--- config.mk ---
export PLATFORM = sky130hd
export DESIGN_NAME = eeprom_ctrl_top
export DESIGN_NICKNAME = d
export VERILOG_FILES = /design/src/eeprom_pkg.sv /design/src/cmd_queue.sv /design/src/eeprom_ctrl_top.sv /design/src/eeprom_sequencer.sv /design/src/i2c_bit_engine.sv
export SDC_FILE = /design/constraint.sdc
export NUM_CORES = 1
export LEC_CHECK = 0
export BUFFER_PORTS_ARGS = -buffer_cell sky130_fd_sc_hd__buf_2
export CAP_MARGIN = 0
export CORE_MARGIN = 3
export CORE_UTILIZATION = 55
export CTS_CLUSTER_DIAMETER = 40
export DETAILED_ROUTE_END_ITERATION = 12
export PLACE_DENSITY = 0.73
export SYNTH_ARGS = -nofsm -noshare
export SYNTH_HDL_FRONTEND = slang
export SYNTH_SLANG_ARGS = --single-unit
--- constraint.sdc ---
create_clock -name CLK -period 3.37 [get_ports CLK]
set_clock_uncertainty 0.2 [all_clocks]
set_input_delay 0.1685 -clock CLK [delete_from_list [all_inputs] [get_ports CLK]]
set_output_delay 0.1685 -clock CLK [all_outputs]
set_load 0.05 [all_outputs]
--- src/eeprom_pkg.sv ---
`default_nettype none

package eeprom_pkg;

    localparam int ADDR_W    = 11;   // 2 KB device
    localparam int DATA_W    = 8;
    localparam int CMD_DEPTH = 4;    // host starts with this many credits
    localparam int CREDIT_W  = $clog2(CMD_DEPTH + 1);
    localparam int QPTR_W    = $clog2(CMD_DEPTH);

    // one bus bit is four quarters
    localparam int QUARTER_CYCLES = 2;
    localparam int QCNT_W         = $clog2(QUARTER_CYCLES);

    localparam logic [3:0] DEV_CODE = 4'b1010;

    localparam logic OP_WRITE = 1'b0;
    localparam logic OP_READ  = 1'b1;

    localparam logic [1:0] BIT_OP_START  = 2'd0;
    localparam logic [1:0] BIT_OP_STOP   = 2'd1;
    localparam logic [1:0] BIT_OP_WRBYTE = 2'd2;
    localparam logic [1:0] BIT_OP_RDBYTE = 2'd3;

    // sequencer states
    localparam int SEQ_W = 4;
    localparam logic [SEQ_W-1:0] SEQ_IDLE   = 4'd0;
    localparam logic [SEQ_W-1:0] SEQ_LOAD   = 4'd1;
    localparam logic [SEQ_W-1:0] SEQ_START  = 4'd2;
    localparam logic [SEQ_W-1:0] SEQ_SEL_W  = 4'd3;
    localparam logic [SEQ_W-1:0] SEQ_ADDR   = 4'd4;
    localparam logic [SEQ_W-1:0] SEQ_DATA   = 4'd5;
    localparam logic [SEQ_W-1:0] SEQ_RSTART = 4'd6;
    localparam logic [SEQ_W-1:0] SEQ_SEL_R  = 4'd7;
    localparam logic [SEQ_W-1:0] SEQ_RDATA  = 4'd8;
    localparam logic [SEQ_W-1:0] SEQ_STOP   = 4'd9;

endpackage

`default_nettype wire

--- src/cmd_queue.sv ---
`timescale 1ns/1ps
`default_nettype none

module cmd_queue (
    input  logic                            CLK,
    input  logic                            RESET,
    input  logic                            cmd_valid,
    input  logic                            cmd_op,
    input  logic [eeprom_pkg::ADDR_W-1:0]   cmd_addr,
    input  logic [eeprom_pkg::DATA_W-1:0]   cmd_wdata,
    output logic                            cmd_credit,
    output logic                            q_valid,
    output logic                            q_op,
    output logic [eeprom_pkg::ADDR_W-1:0]   q_addr,
    output logic [eeprom_pkg::DATA_W-1:0]   q_wdata,
    input  logic                            q_pop
);

    logic                            op_mem   [eeprom_pkg::CMD_DEPTH];
    logic [eeprom_pkg::ADDR_W-1:0]   addr_mem [eeprom_pkg::CMD_DEPTH];
    logic [eeprom_pkg::DATA_W-1:0]   data_mem [eeprom_pkg::CMD_DEPTH];
    logic [eeprom_pkg::QPTR_W-1:0]   wr_ptr;
    logic [eeprom_pkg::QPTR_W-1:0]   rd_ptr;
    logic [eeprom_pkg::CREDIT_W-1:0] count;

    function automatic logic [eeprom_pkg::QPTR_W-1:0] ptr_inc(
        input logic [eeprom_pkg::QPTR_W-1:0] p
    );
        return (int'(p) == eeprom_pkg::CMD_DEPTH - 1) ? '0 : p + 1'b1;
    endfunction

    assign q_valid = (count != '0);
    assign q_op    = op_mem[rd_ptr];
    assign q_addr  = addr_mem[rd_ptr];
    assign q_wdata = data_mem[rd_ptr];

    always_ff @(posedge CLK)
    begin
        if (cmd_valid)
        begin
            op_mem[wr_ptr]   <= cmd_op;
            addr_mem[wr_ptr] <= cmd_addr;
            data_mem[wr_ptr] <= cmd_wdata;
        end
    end

    always_ff @(posedge CLK)
    begin
        if (RESET)
        begin
            wr_ptr     <= '0;
            rd_ptr     <= '0;
            count      <= '0;
            cmd_credit <= 1'b0;
        end
        else
        begin
            cmd_credit <= q_pop;   // one credit back per entry taken
            if (cmd_valid)
                wr_ptr <= ptr_inc(wr_ptr);
            if (q_pop)
                rd_ptr <= ptr_inc(rd_ptr);
            case ({cmd_valid, q_pop})
                2'b10:   count <= count + 1'b1;
                2'b01:   count <= count - 1'b1;
                default: ;
            endcase
        end
    end

    // host pushed without holding a credit
    a_no_push_full: assert property (@(posedge CLK) disable iff (RESET)
        cmd_valid |-> (int'(count) < eeprom_pkg::CMD_DEPTH))
        else $error("cmd_queue: push into full queue");

    a_no_pop_empty: assert property (@(posedge CLK) disable iff (RESET)
        q_pop |-> q_valid)
        else $error("cmd_queue: pop from empty queue");

endmodule

`default_nettype wire

--- src/eeprom_ctrl_top.sv ---
`timescale 1ns/1ps
`default_nettype none

module eeprom_ctrl_top (
    input  logic                            CLK,
    input  logic                            RESET,
    input  logic                            cmd_valid,
    input  logic                            cmd_op,
    input  logic [eeprom_pkg::ADDR_W-1:0]   cmd_addr,
    input  logic [eeprom_pkg::DATA_W-1:0]   cmd_wdata,
    output logic                            cmd_credit,
    output logic                            rsp_valid,
    output logic [eeprom_pkg::DATA_W-1:0]   rsp_rdata,
    output logic                            rsp_nack,
    output logic                            scl,
    output logic                            sda_pull_low,
    input  logic                            sda_in
);

    logic                            q_valid;
    logic                            q_op;
    logic [eeprom_pkg::ADDR_W-1:0]   q_addr;
    logic [eeprom_pkg::DATA_W-1:0]   q_wdata;
    logic                            q_pop;
    logic                            bit_go;
    logic [1:0]                      bit_op;
    logic [eeprom_pkg::DATA_W-1:0]   bit_wbyte;
    logic                            bit_done;
    logic [eeprom_pkg::DATA_W-1:0]   bit_rbyte;
    logic                            bit_nack;

    cmd_queue i_cmd_queue (
        .CLK        (CLK),
        .RESET      (RESET),
        .cmd_valid  (cmd_valid),
        .cmd_op     (cmd_op),
        .cmd_addr   (cmd_addr),
        .cmd_wdata  (cmd_wdata),
        .cmd_credit (cmd_credit),
        .q_valid    (q_valid),
        .q_op       (q_op),
        .q_addr     (q_addr),
        .q_wdata    (q_wdata),
        .q_pop      (q_pop)
    );

    eeprom_sequencer i_eeprom_sequencer (
        .CLK       (CLK),
        .RESET     (RESET),
        .q_valid   (q_valid),
        .q_op      (q_op),
        .q_addr    (q_addr),
        .q_wdata   (q_wdata),
        .q_pop     (q_pop),
        .bit_go    (bit_go),
        .bit_op    (bit_op),
        .bit_wbyte (bit_wbyte),
        .bit_done  (bit_done),
        .bit_rbyte (bit_rbyte),
        .bit_nack  (bit_nack),
        .rsp_valid (rsp_valid),
        .rsp_rdata (rsp_rdata),
        .rsp_nack  (rsp_nack)
    );

    i2c_bit_engine i_i2c_bit_engine (
        .CLK          (CLK),
        .RESET        (RESET),
        .bit_go       (bit_go),
        .bit_op       (bit_op),
        .bit_wbyte    (bit_wbyte),
        .bit_done     (bit_done),
        .bit_rbyte    (bit_rbyte),
        .bit_nack     (bit_nack),
        .scl          (scl),
        .sda_pull_low (sda_pull_low),
        .sda_in       (sda_in)
    );

endmodule

`default_nettype wire

--- src/eeprom_sequencer.sv ---
`timescale 1ns/1ps
`default_nettype none

module eeprom_sequencer (
    input  logic                            CLK,
    input  logic                            RESET,
    input  logic                            q_valid,
    input  logic                            q_op,
    input  logic [eeprom_pkg::ADDR_W-1:0]   q_addr,
    input  logic [eeprom_pkg::DATA_W-1:0]   q_wdata,
    output logic                            q_pop,
    output logic                            bit_go,
    output logic [1:0]                      bit_op,
    output logic [eeprom_pkg::DATA_W-1:0]   bit_wbyte,
    input  logic                            bit_done,
    input  logic [eeprom_pkg::DATA_W-1:0]   bit_rbyte,
    input  logic                            bit_nack,
    output logic                            rsp_valid,
    output logic [eeprom_pkg::DATA_W-1:0]   rsp_rdata,
    output logic                            rsp_nack
);

    logic [eeprom_pkg::SEQ_W-1:0]    state;
    logic                            lat_op;
    logic [eeprom_pkg::ADDR_W-1:0]   lat_addr;
    logic [eeprom_pkg::DATA_W-1:0]   lat_wdata;

    // device select, high address bits ride here
    function automatic logic [eeprom_pkg::DATA_W-1:0] sel_byte(input logic rd);
        return {eeprom_pkg::DEV_CODE, lat_addr[eeprom_pkg::ADDR_W-1:8], rd};
    endfunction

    task automatic issue(input logic [1:0] op, input logic [eeprom_pkg::DATA_W-1:0] wbyte);
        bit_go    <= 1'b1;
        bit_op    <= op;
        bit_wbyte <= wbyte;
    endtask

    always_ff @(posedge CLK)
    begin
        if (RESET)
        begin
            state     <= eeprom_pkg::SEQ_IDLE;
            q_pop     <= 1'b0;
            bit_go    <= 1'b0;
            rsp_valid <= 1'b0;
            rsp_nack  <= 1'b0;
        end
        else
        begin
            q_pop     <= 1'b0;
            bit_go    <= 1'b0;
            rsp_valid <= 1'b0;
            case (state)
                eeprom_pkg::SEQ_IDLE:
                    if (q_valid)
                    begin
                        q_pop <= 1'b1;   // entry leaves at the end of LOAD
                        state <= eeprom_pkg::SEQ_LOAD;
                    end
                eeprom_pkg::SEQ_LOAD:
                begin
                    lat_op    <= q_op;
                    lat_addr  <= q_addr;
                    lat_wdata <= q_wdata;
                    rsp_rdata <= '0;
                    rsp_nack  <= 1'b0;
                    issue(eeprom_pkg::BIT_OP_START, '0);
                    state <= eeprom_pkg::SEQ_START;
                end
                eeprom_pkg::SEQ_START:
                    if (bit_done)
                    begin
                        issue(eeprom_pkg::BIT_OP_WRBYTE, sel_byte(1'b0));
                        state <= eeprom_pkg::SEQ_SEL_W;
                    end
                eeprom_pkg::SEQ_SEL_W, eeprom_pkg::SEQ_ADDR, eeprom_pkg::SEQ_SEL_R:
                    if (bit_done && bit_nack)   // no ack, abandon the command
                    begin
                        rsp_nack <= 1'b1;
                        issue(eeprom_pkg::BIT_OP_STOP, '0);
                        state <= eeprom_pkg::SEQ_STOP;
                    end
                    else if (bit_done && state == eeprom_pkg::SEQ_SEL_W)
                    begin
                        issue(eeprom_pkg::BIT_OP_WRBYTE, lat_addr[7:0]);
                        state <= eeprom_pkg::SEQ_ADDR;
                    end
                    else if (bit_done && state == eeprom_pkg::SEQ_SEL_R)
                    begin
                        issue(eeprom_pkg::BIT_OP_RDBYTE, '0);
                        state <= eeprom_pkg::SEQ_RDATA;
                    end
                    else if (bit_done && lat_op == eeprom_pkg::OP_READ)
                    begin
                        issue(eeprom_pkg::BIT_OP_START, '0);   // repeated start
                        state <= eeprom_pkg::SEQ_RSTART;
                    end
                    else if (bit_done)
                    begin
                        issue(eeprom_pkg::BIT_OP_WRBYTE, lat_wdata);
                        state <= eeprom_pkg::SEQ_DATA;
                    end
                eeprom_pkg::SEQ_DATA:
                    if (bit_done)
                    begin
                        rsp_nack <= bit_nack;
                        issue(eeprom_pkg::BIT_OP_STOP, '0);
                        state <= eeprom_pkg::SEQ_STOP;
                    end
                eeprom_pkg::SEQ_RSTART:
                    if (bit_done)
                    begin
                        issue(eeprom_pkg::BIT_OP_WRBYTE, sel_byte(1'b1));
                        state <= eeprom_pkg::SEQ_SEL_R;
                    end
                eeprom_pkg::SEQ_RDATA:
                    if (bit_done)
                    begin
                        rsp_rdata <= bit_rbyte;
                        issue(eeprom_pkg::BIT_OP_STOP, '0);
                        state <= eeprom_pkg::SEQ_STOP;
                    end
                eeprom_pkg::SEQ_STOP:
                    if (bit_done)
                    begin
                        rsp_valid <= 1'b1;
                        state     <= eeprom_pkg::SEQ_IDLE;
                    end
                default: state <= eeprom_pkg::SEQ_IDLE;
            endcase
        end
    end

endmodule

`default_nettype wire

--- src/i2c_bit_engine.sv ---
`timescale 1ns/1ps
`default_nettype none

module i2c_bit_engine (
    input  logic                            CLK,
    input  logic                            RESET,
    input  logic                            bit_go,
    input  logic [1:0]                      bit_op,
    input  logic [eeprom_pkg::DATA_W-1:0]   bit_wbyte,
    output logic                            bit_done,
    output logic [eeprom_pkg::DATA_W-1:0]   bit_rbyte,
    output logic                            bit_nack,
    output logic                            scl,
    output logic                            sda_pull_low,
    input  logic                            sda_in
);

    logic                            busy;
    logic                            tail;   // one cycle after the ack bit
    logic [1:0]                      op;
    logic [1:0]                      quarter;
    logic [1:0]                      next_quarter;
    logic [eeprom_pkg::QCNT_W-1:0]   qcnt;
    logic [3:0]                      bit_cnt;
    logic [3:0]                      next_bit;
    logic [eeprom_pkg::DATA_W-1:0]   shift;
    logic                            next_data;
    logic                            is_byte;
    logic                            tick;
    logic                            bit_end;
    logic                            last_bit;

    // {scl, pull_low} for one quarter of one bit
    function automatic logic [1:0] bus_level(
        input logic [1:0] f_op,
        input logic [1:0] f_q,
        input logic [3:0] f_bit,
        input logic       f_data
    );
        logic [1:0] lvl;
        case (f_op)
            eeprom_pkg::BIT_OP_START: lvl = {f_q == 2'd1 || f_q == 2'd2, f_q[1]};
            eeprom_pkg::BIT_OP_STOP:  lvl = {f_q != 2'd0, !f_q[1]};
            default:
                lvl = {f_q == 2'd1 || f_q == 2'd2,
                       f_op == eeprom_pkg::BIT_OP_WRBYTE && f_bit < 4'd8 && !f_data};
        endcase
        return lvl;
    endfunction

    assign is_byte  = op[1];   // WRBYTE and RDBYTE
    assign tick     = busy && !tail && (int'(qcnt) == eeprom_pkg::QUARTER_CYCLES - 1);
    assign bit_end  = tick && (quarter == 2'd3);
    assign last_bit = is_byte ? (bit_cnt == 4'd8) : 1'b1;
    assign bit_done = tail || (bit_end && !is_byte);
    assign bit_rbyte = shift;

    assign next_quarter = quarter + 2'd1;
    assign next_bit     = bit_end ? bit_cnt + 4'd1 : bit_cnt;
    assign next_data    = bit_end ? shift[6] : shift[7];   // shift moves on bit_end

    always_ff @(posedge CLK)
    begin
        if (RESET)
        begin
            busy         <= 1'b0;
            tail         <= 1'b0;
            op           <= eeprom_pkg::BIT_OP_STOP;
            quarter      <= 2'd0;
            qcnt         <= '0;
            bit_cnt      <= 4'd0;
            scl          <= 1'b1;   // bus idle
            sda_pull_low <= 1'b0;
        end
        else if (bit_go && !busy)
        begin
            busy    <= 1'b1;
            op      <= bit_op;
            quarter <= 2'd0;
            qcnt    <= '0;
            bit_cnt <= 4'd0;
            {scl, sda_pull_low} <= bus_level(bit_op, 2'd0, 4'd0, bit_wbyte[7]);
        end
        else if (tail)
        begin
            tail <= 1'b0;
            busy <= 1'b0;
        end
        else if (busy)
        begin
            qcnt <= tick ? '0 : qcnt + 1'b1;
            if (bit_end && last_bit)
            begin
                if (is_byte)
                    tail <= 1'b1;
                else
                    busy <= 1'b0;
            end
            else if (tick)
            begin
                quarter <= next_quarter;
                bit_cnt <= next_bit;
                {scl, sda_pull_low} <= bus_level(op, next_quarter, next_bit, next_data);
            end
        end
    end

    always_ff @(posedge CLK)
    begin
        if (bit_go && !busy)
        begin
            shift    <= bit_wbyte;
            bit_nack <= 1'b0;
        end
        else if (tick)
        begin
            if (quarter == 2'd1)   // scl high, sample
            begin
                if (op == eeprom_pkg::BIT_OP_RDBYTE && bit_cnt < 4'd8)
                    shift <= {shift[6:0], sda_in};
                if (op == eeprom_pkg::BIT_OP_WRBYTE && bit_cnt == 4'd8)
                    bit_nack <= sda_in;
            end
            if (bit_end && op == eeprom_pkg::BIT_OP_WRBYTE)
                shift <= {shift[6:0], 1'b0};
        end
    end

    // data bits only move while scl is low
    a_sda_stable: assert property (@(posedge CLK) disable iff (RESET)
        (busy && is_byte && scl && $past(scl)) |-> $stable(sda_pull_low))
        else $error("i2c_bit_engine: sda changed while scl high");

endmodule

`default_nettype wire

Word-level counts from Yosys, hierarchy flattened
Memories as Yosys holds them, arrays and structs flattened. A register that Yosys moved wholly into a read port is not among the register bits.
Cells that the tools add are included.
- multiplexer cells: 73
- add/sub/neg operators: 7
- bitwise operators: 5
- reduce and logical (&&, ||, !) cells: 56
- magnitude comparators: 2
- equal/unequal tests: 34
- operators with widths (cell ; count):
    8-bit two-way mux ; 14
    4-bit two-way mux ; 11
    8-bit one-hot mux with 5 select lines ; 1
    1-bit two-way mux ; 31
    4-bit one-hot mux with 7 select lines ; 1
    4-bit by 3-bit == test with 1-bit output (second input constant) ; 4
    1-bit logical AND ; 16
    2-bit two-way mux ; 8
    2-bit by 1-bit inequality test with 1-bit output (second input constant) ; 8
    8-bit one-hot mux with 2 select lines ; 1
    3-bit AND reduction ; 5
    2-bit by 1-bit == test with 1-bit output (second input constant) ; 7
    2-bit == test (second input constant) ; 6
    4-bit == test (second input constant) ; 3
    6-bit AND reduction ; 2
    3-bit nonzero test ; 4
    2-bit nonzero test ; 5
    2-bit OR reduction ; 5
    4-bit by 2-bit == test with 1-bit output (second input constant) ; 2
    4-bit < comparator (second input constant) ; 2
    2-bit one-hot mux with 4 select lines ; 1
    4-bit AND reduction ; 2
    2-bit by 1-bit adder with 2-bit output (second input constant) ; 3
    1-bit zero test ; 6
    other kinds (20) ; 29
- memories: 3
- bits in writable memories: 80
- register bits: 56
- word-level logic and storage cells: 202
- input bits: 24
- output and inout port bits: 13
- memories (name ; depth ; width ; read ports ; clocked after Yosys merged registers in ; wr ports ; line ; RTL):
    i_cmd_queue.addr_mem ; 4 ; 11 ; 1 ; 1 ; 1 ; cmd_queue.sv:20 ; logic [eeprom_pkg::ADDR_W-1:0] addr_mem [eeprom_pkg::CMD_DEPTH];
    i_cmd_queue.data_mem ; 4 ; 8 ; 1 ; 1 ; 1 ; cmd_queue.sv:21 ; logic [eeprom_pkg::DATA_W-1:0] data_mem [eeprom_pkg::CMD_DEPTH];
    i_cmd_queue.op_mem ; 4 ; 1 ; 1 ; 1 ; 1 ; cmd_queue.sv:19 ; logic op_mem [eeprom_pkg::CMD_DEPTH];

Logic depth before layout (Yosys ltp)
- depth after elaboration: 14
- gate-level depth with buffers: 7
- mapped depth without buffers: 7

By module
From an unflattened synthesis, not the netlist that was laid out.
- cells, all modules: 423
- area total of the unflattened synthesis: 6543.8 sq um
- by module, submodules not included (module ; times used ; cells an instance ; seq. area each (sq um) ; area an instance (sq um)):
    cmd_queue ; 1 ; 150 ; 2602.5 ; 3345.7
    eeprom_sequencer ; 1 ; 160 ; 1301.2 ; 1983.2
    i2c_bit_engine ; 1 ; 113 ; 520.5 ; 1214.9

Worst setup path before layout
OpenSTA, ideal clock, no wires.
- kind: reg2reg
- start: reg i_i2c_bit_engine.quarter[0]
- end: reg i_eeprom_sequencer.rsp_rdata[0] in the netlist's numbering, enable pin
- cell stages (with the launch flop): 6
- path slack: 789 ps
- setup time: 395 ps
- path buffers: 0
- clock period less this slack: 2581 ps
- required time: 2775 ps
- data arrival time: 1986 ps
- cells stage by stage: dfxtp_1 > ha_1 > and4b_4 > or2_2 > a21oi_1 > nor4_1
- cells in the longest elaborated chain, start to end: 6
- ends and longest elaborated chain (element ; line ; RTL):
    start: declaration ; i2c_bit_engine.sv:21 ; logic [1:0] quarter;
    start signal: assignment ; i2c_bit_engine.sv:101 ; quarter <= next_quarter;
    2-bit == test ; i2c_bit_engine.sv:53 ; assign bit_end = tick && (quarter == 2'd3);
    1-bit logical AND ; i2c_bit_engine.sv:53 ;
    1-bit logical AND ; i2c_bit_engine.sv:55 ; assign bit_done = tail || (bit_end && !is_byte);
    1-bit logical OR ; i2c_bit_engine.sv:55 ;
    2-bit by 1-bit inequality test with 1-bit output (no source line) ; n/a ;
    3-bit AND reduction (no source line) ; n/a ;
    end signal: assignment ; eeprom_sequencer.sv:120 ; rsp_rdata <= bit_rbyte;
    end: declaration ; eeprom_sequencer.sv:19 ; output logic [eeprom_pkg::DATA_W-1:0] rsp_rdata,
Every way passes these cells.
A chain may end at the register's enable or synchronous reset.

Worst setup path after layout
- start: reg i_i2c_bit_engine.quarter[0]
- end: reg i_eeprom_sequencer.bit_wbyte[7] in the netlist's numbering, enable pin
- cells in the longest elaborated chain, start to end: 7
- elaborated cells between the ends (all ways): 13
- classes of those cells: eq/ne (5); reduce/logical (8)
- ends and longest elaborated chain (element ; line ; RTL):
    2-bit == test (*) ; i2c_bit_engine.sv:53 ;
    1-bit logical AND (*) ; i2c_bit_engine.sv:53 ;
    1-bit logical AND (*) ; i2c_bit_engine.sv:55 ;
    1-bit logical OR (*) ; i2c_bit_engine.sv:55 ;
    1-bit logical AND (on tied branches) ; n/a ;
    6-bit by 1-bit inequality test with 1-bit output (no source line) ; n/a ;
    6-bit AND reduction (no source line) (*) ; n/a ;
    end: declaration ; eeprom_sequencer.sv:14 ; output logic [eeprom_pkg::DATA_W-1:0] bit_wbyte,
Every way passes the cells marked *; elsewhere a longest branch is shown, timed or not.

==> results.json <==
{
  "ys_seq_area_frac": 0.673,
  "crit_buf_inv": 0,
  "fin_crit_sh": 0.851,
  "clkLatencyLatePin_ns": 0.41,
  "die-width_um": 115,
  "clock-root-buffer": "clkbuf_16",
  "p_leak_nw": 2.68,
  "crit_slowest_cell": "nor3_1",
  "max_slew.worst_pin.slew_ns": 0.987,
  "num_vias": 3740,
  "drt_iter0_drc": 250,
  "cpMostUsedCell": "nor2_1",
  "diodes": 0,
  "ys_top_cells_by_count": "edfxtp_1, nand2_1, nor2_1",
  "cts_made_buffers": 17,
  "hp-class": "flip-flop to flip-flop",
  "synthDominantCellAreaShare": 0.581,
  "switching_share": 0.295,
  "yosys_warnings": 0,
  "clock.fmax_mhz": 349,
  "rsz0062_at_grt": "false",
  "dpl-instance-area_sq_um": 6820,
  "antenna_found_initial": 0,
  "worstPathMaxFanout": 11,
  "max_cap_violations": 0,
  "relSlewSlack": 0.337,
  "dieArea_sq_um": 13200,
  "clkTransAtPathRegs_ns": 0.06,
  "startpoint_type": "flip-flop",
  "report.final.hold_viol_count": 0,
  "port_buffers": 36,
  "utilization": 0.660,
  "grt_pass1_vias": 3816,
  "cp.required_ns": 3.20,
  "max-vdd-ir-drop_mv": 0.511,
  "grt-ovfl-total": 0,
  "routabilityCongestion": 0.870,
  "cp.arrival_ns": 2.70,
  "num-nets-final": 554,
  "cp-end-kind": "flip-flop",
  "synth-async-reset-ratio": 0,
  "row_count": 39,
  "yosys.area.top_type": "edfxtp_1",
  "setup_viol": 0,
  "final_area_sq_um": 7600,
  "synth_edf_count": 126,
  "synth.most_common_cell": "edfxtp_1",
  "syn_inst": 453,
  "finalSetupTns_ns": 0,
  "grt_use_total": 0.184,
  "grt_pass1_wl_mm": 18.6,
  "synthTopCellsByArea": "edfxtp_1, dfxtp_1, mux4_2, nand2_1, nor2_1",
  "p_per_area_nw_per_um2": 737,
  "htreeDepth": 4,
  "drcViolationCount": 0,
  "seqPwrFrac": 0.468,
  "grt_max_degree": 28,
  "p_sw_w": 0.00165,
  "synth_ff_type": "edfxtp_1",
  "period_minus_slack_ns": 2.87,
  "io_pins": 37,
  "antenna_left": 0,
  "wl_per_cell_um": 16.6,
  "cts_resized": 0,
  "dp_worst_setup_slack_ns": 0.499,
  "reg2regPathDepth": 6,
  "yosysUniqueCellTypes": 55,
  "firstDrtPassIters": 5,
  "area_delta_synth_final_pct": 16.6,
  "maxSlewViolCount": 0,
  "worst_slack_ns": 0.503,
  "p_int_w": 0.00395,
  "synth_nets": 488,
  "p_comb_frac": 0.225,
  "crit_cells": 6,
  "start_util": 0.566,
  "path_cells": "ha_1, and4b_4, nor2_1, nor2_1, a21oi_1, nor3_1",
  "core_area_sq_um": 11500,
  "status": "complete, no violations",
  "synth_area_sq_um": 6520,
  "hpwl_mm": 7.13,
  "cts_tree": "built",
  "routed_via_density": 5.54,
  "wl_mm": 11.2,
  "drive_above_1_share": 0.184,
  "critPathKind": "flip-flop to flip-flop",
  "slowest_delay_ns": 0.77,
  "whs_path_depth": 2,
  "clkPwrFrac": 0.307,
  "clockBufferDepth": 2,
  "die_y_um": 115,
  "synth_seq_cells": 156,
  "numClockSinks": 156,
  "syn_avg_cell_area_sq_um": 14.4,
  "cp_top_family": "simple AND/OR/NAND/NOR gates"
}
-- repair_timing --
item                                   CTS  global route
hold buffers                            24             0
endpoints found under the hold margin   89             0
setup buffers                            0             0
-- path summary, 6_finish.rpt --
path / start / end / slack [ns]
setup / recovery: i_i2c_bit_engine.quarter[0] / i_eeprom_sequencer.bit_wbyte[7] / 0.50
hold reg to reg: i_eeprom_sequencer.rsp_nack / i_eeprom_sequencer.rsp_nack / 0.27
setup reg to reg: i_i2c_bit_engine.quarter[0] / i_eeprom_sequencer.bit_wbyte[7] / 0.50
hold / removal: i_eeprom_sequencer.rsp_nack / i_eeprom_sequencer.rsp_nack / 0.27
-- registers in the layout, indices dropped and copies added, names as in the netlist, 2 cells and up --
register                      flops
i_cmd_queue.data_mem             32
i_i2c_bit_engine.bit_cnt          4
i_eeprom_sequencer.bit_wbyte      8
i_eeprom_sequencer.rsp_rdata      8
i_eeprom_sequencer.lat_wdata      8
i_cmd_queue.rd_ptr                2
i_eeprom_sequencer.lat_addr      11
i_cmd_queue.addr_mem             44
i_cmd_queue.op_mem                4
i_i2c_bit_engine.op               2
i_eeprom_sequencer.bit_op         2
i_eeprom_sequencer.state          4
i_i2c_bit_engine.quarter          2
i_cmd_queue.count                 3
i_cmd_queue.wr_ptr                2
i_i2c_bit_engine.bit_rbyte        8
-- metal layers --
layer / vias to the layer above / track usage / part of all wire
met5: - / 0 / 0
met4: 0 / 0.0728 / 0.014
met3: 14 / 0.0547 / 0.045
met2: 95 / 0.302 / 0.50
met1: 1799 / 0.231 / 0.44
li1: 1832 / - / -
-- layout by cell type (no fill, tap or decap), types with 7 or more instances in the layout --
cell type / instances
inv_1: 14
a21oi_1: 20
nand2_1: 39
nor2_1: 38
mux4_2: 20
a22oi_1: 8
ha_1: 10
nand2b_1: 8
buf_4: 8
and2_1: 13
o21ai_0: 16
dfxtp_1: 30
edfxtp_1: 126
nor3_1: 7
dlygate4sd3_1: 24
clkbuf_16: 17
mux2i_1: 8
buf_2: 36
-- worst register-to-register path, cell delays in order, from the launching register on --
cell and delay [ns]:
dfxtp_1 0.40, ha_1 0.34, and4b_4 0.33, nor2_1 0.18, nor2_1 0.15, a21oi_1 0.11, nor3_1 0.77
-- kinds of logic after synthesis --
| family | share of synthesized area |
|---|---|
| AO/OA/AOI/OAI | 0.0714 |
| buffers and inverters | 0.0255 |
| adder cells (fa/ha/maj) | 0.0223 |
| XOR/XNOR | 0.0134 |
| AND/OR/NAND/NOR | 0.111 |
| multiplexers | 0.0837 |
| flip-flops | 0.673 |
-- per-stage QoR --
step,total power [W],hold slack [ns],cells
2_1_floorplan,0.00362,0.0674,453
3_3_place_gp,0.00385,0.179,619
3_5_place_dp,0.00390,0.185,619
4_1_cts,0.00564,0.280,675
5_1_grt,0.00589,0.303,675
6_report,0.00560,0.274,675
-- final cells by class --
type / count / area (sq um)
Sequential cell: 156 / 4380
Fill cell: 786 / 3920
Multi-Input combinational cell: 262 / 1970
Timing Repair Buffer: 68 / 480
Clock buffer: 20 / 437
Tap cell: 143 / 179
Clock inverter: 12 / 98.8
Inverter: 14 / 52.6
-- power groups by stage --
| stage | Clock (W) | Combinational, W | Sequential (W) |
|---|---|---|---|
| 2_1_floorplan | 0 | 0.000968 | 0.00265 |
| 3_3_place_gp | 0 | 0.00121 | 0.00264 |
| 3_5_place_dp | 0 | 0.00124 | 0.00265 |
| 4_1_cts | 0.00175 | 0.00127 | 0.00262 |
| 5_1_grt | 0.00183 | 0.00140 | 0.00265 |
| 6_report | 0.00172 | 0.00126 | 0.00262 |
No activity file was read; power rests on OpenSTA's default activity.
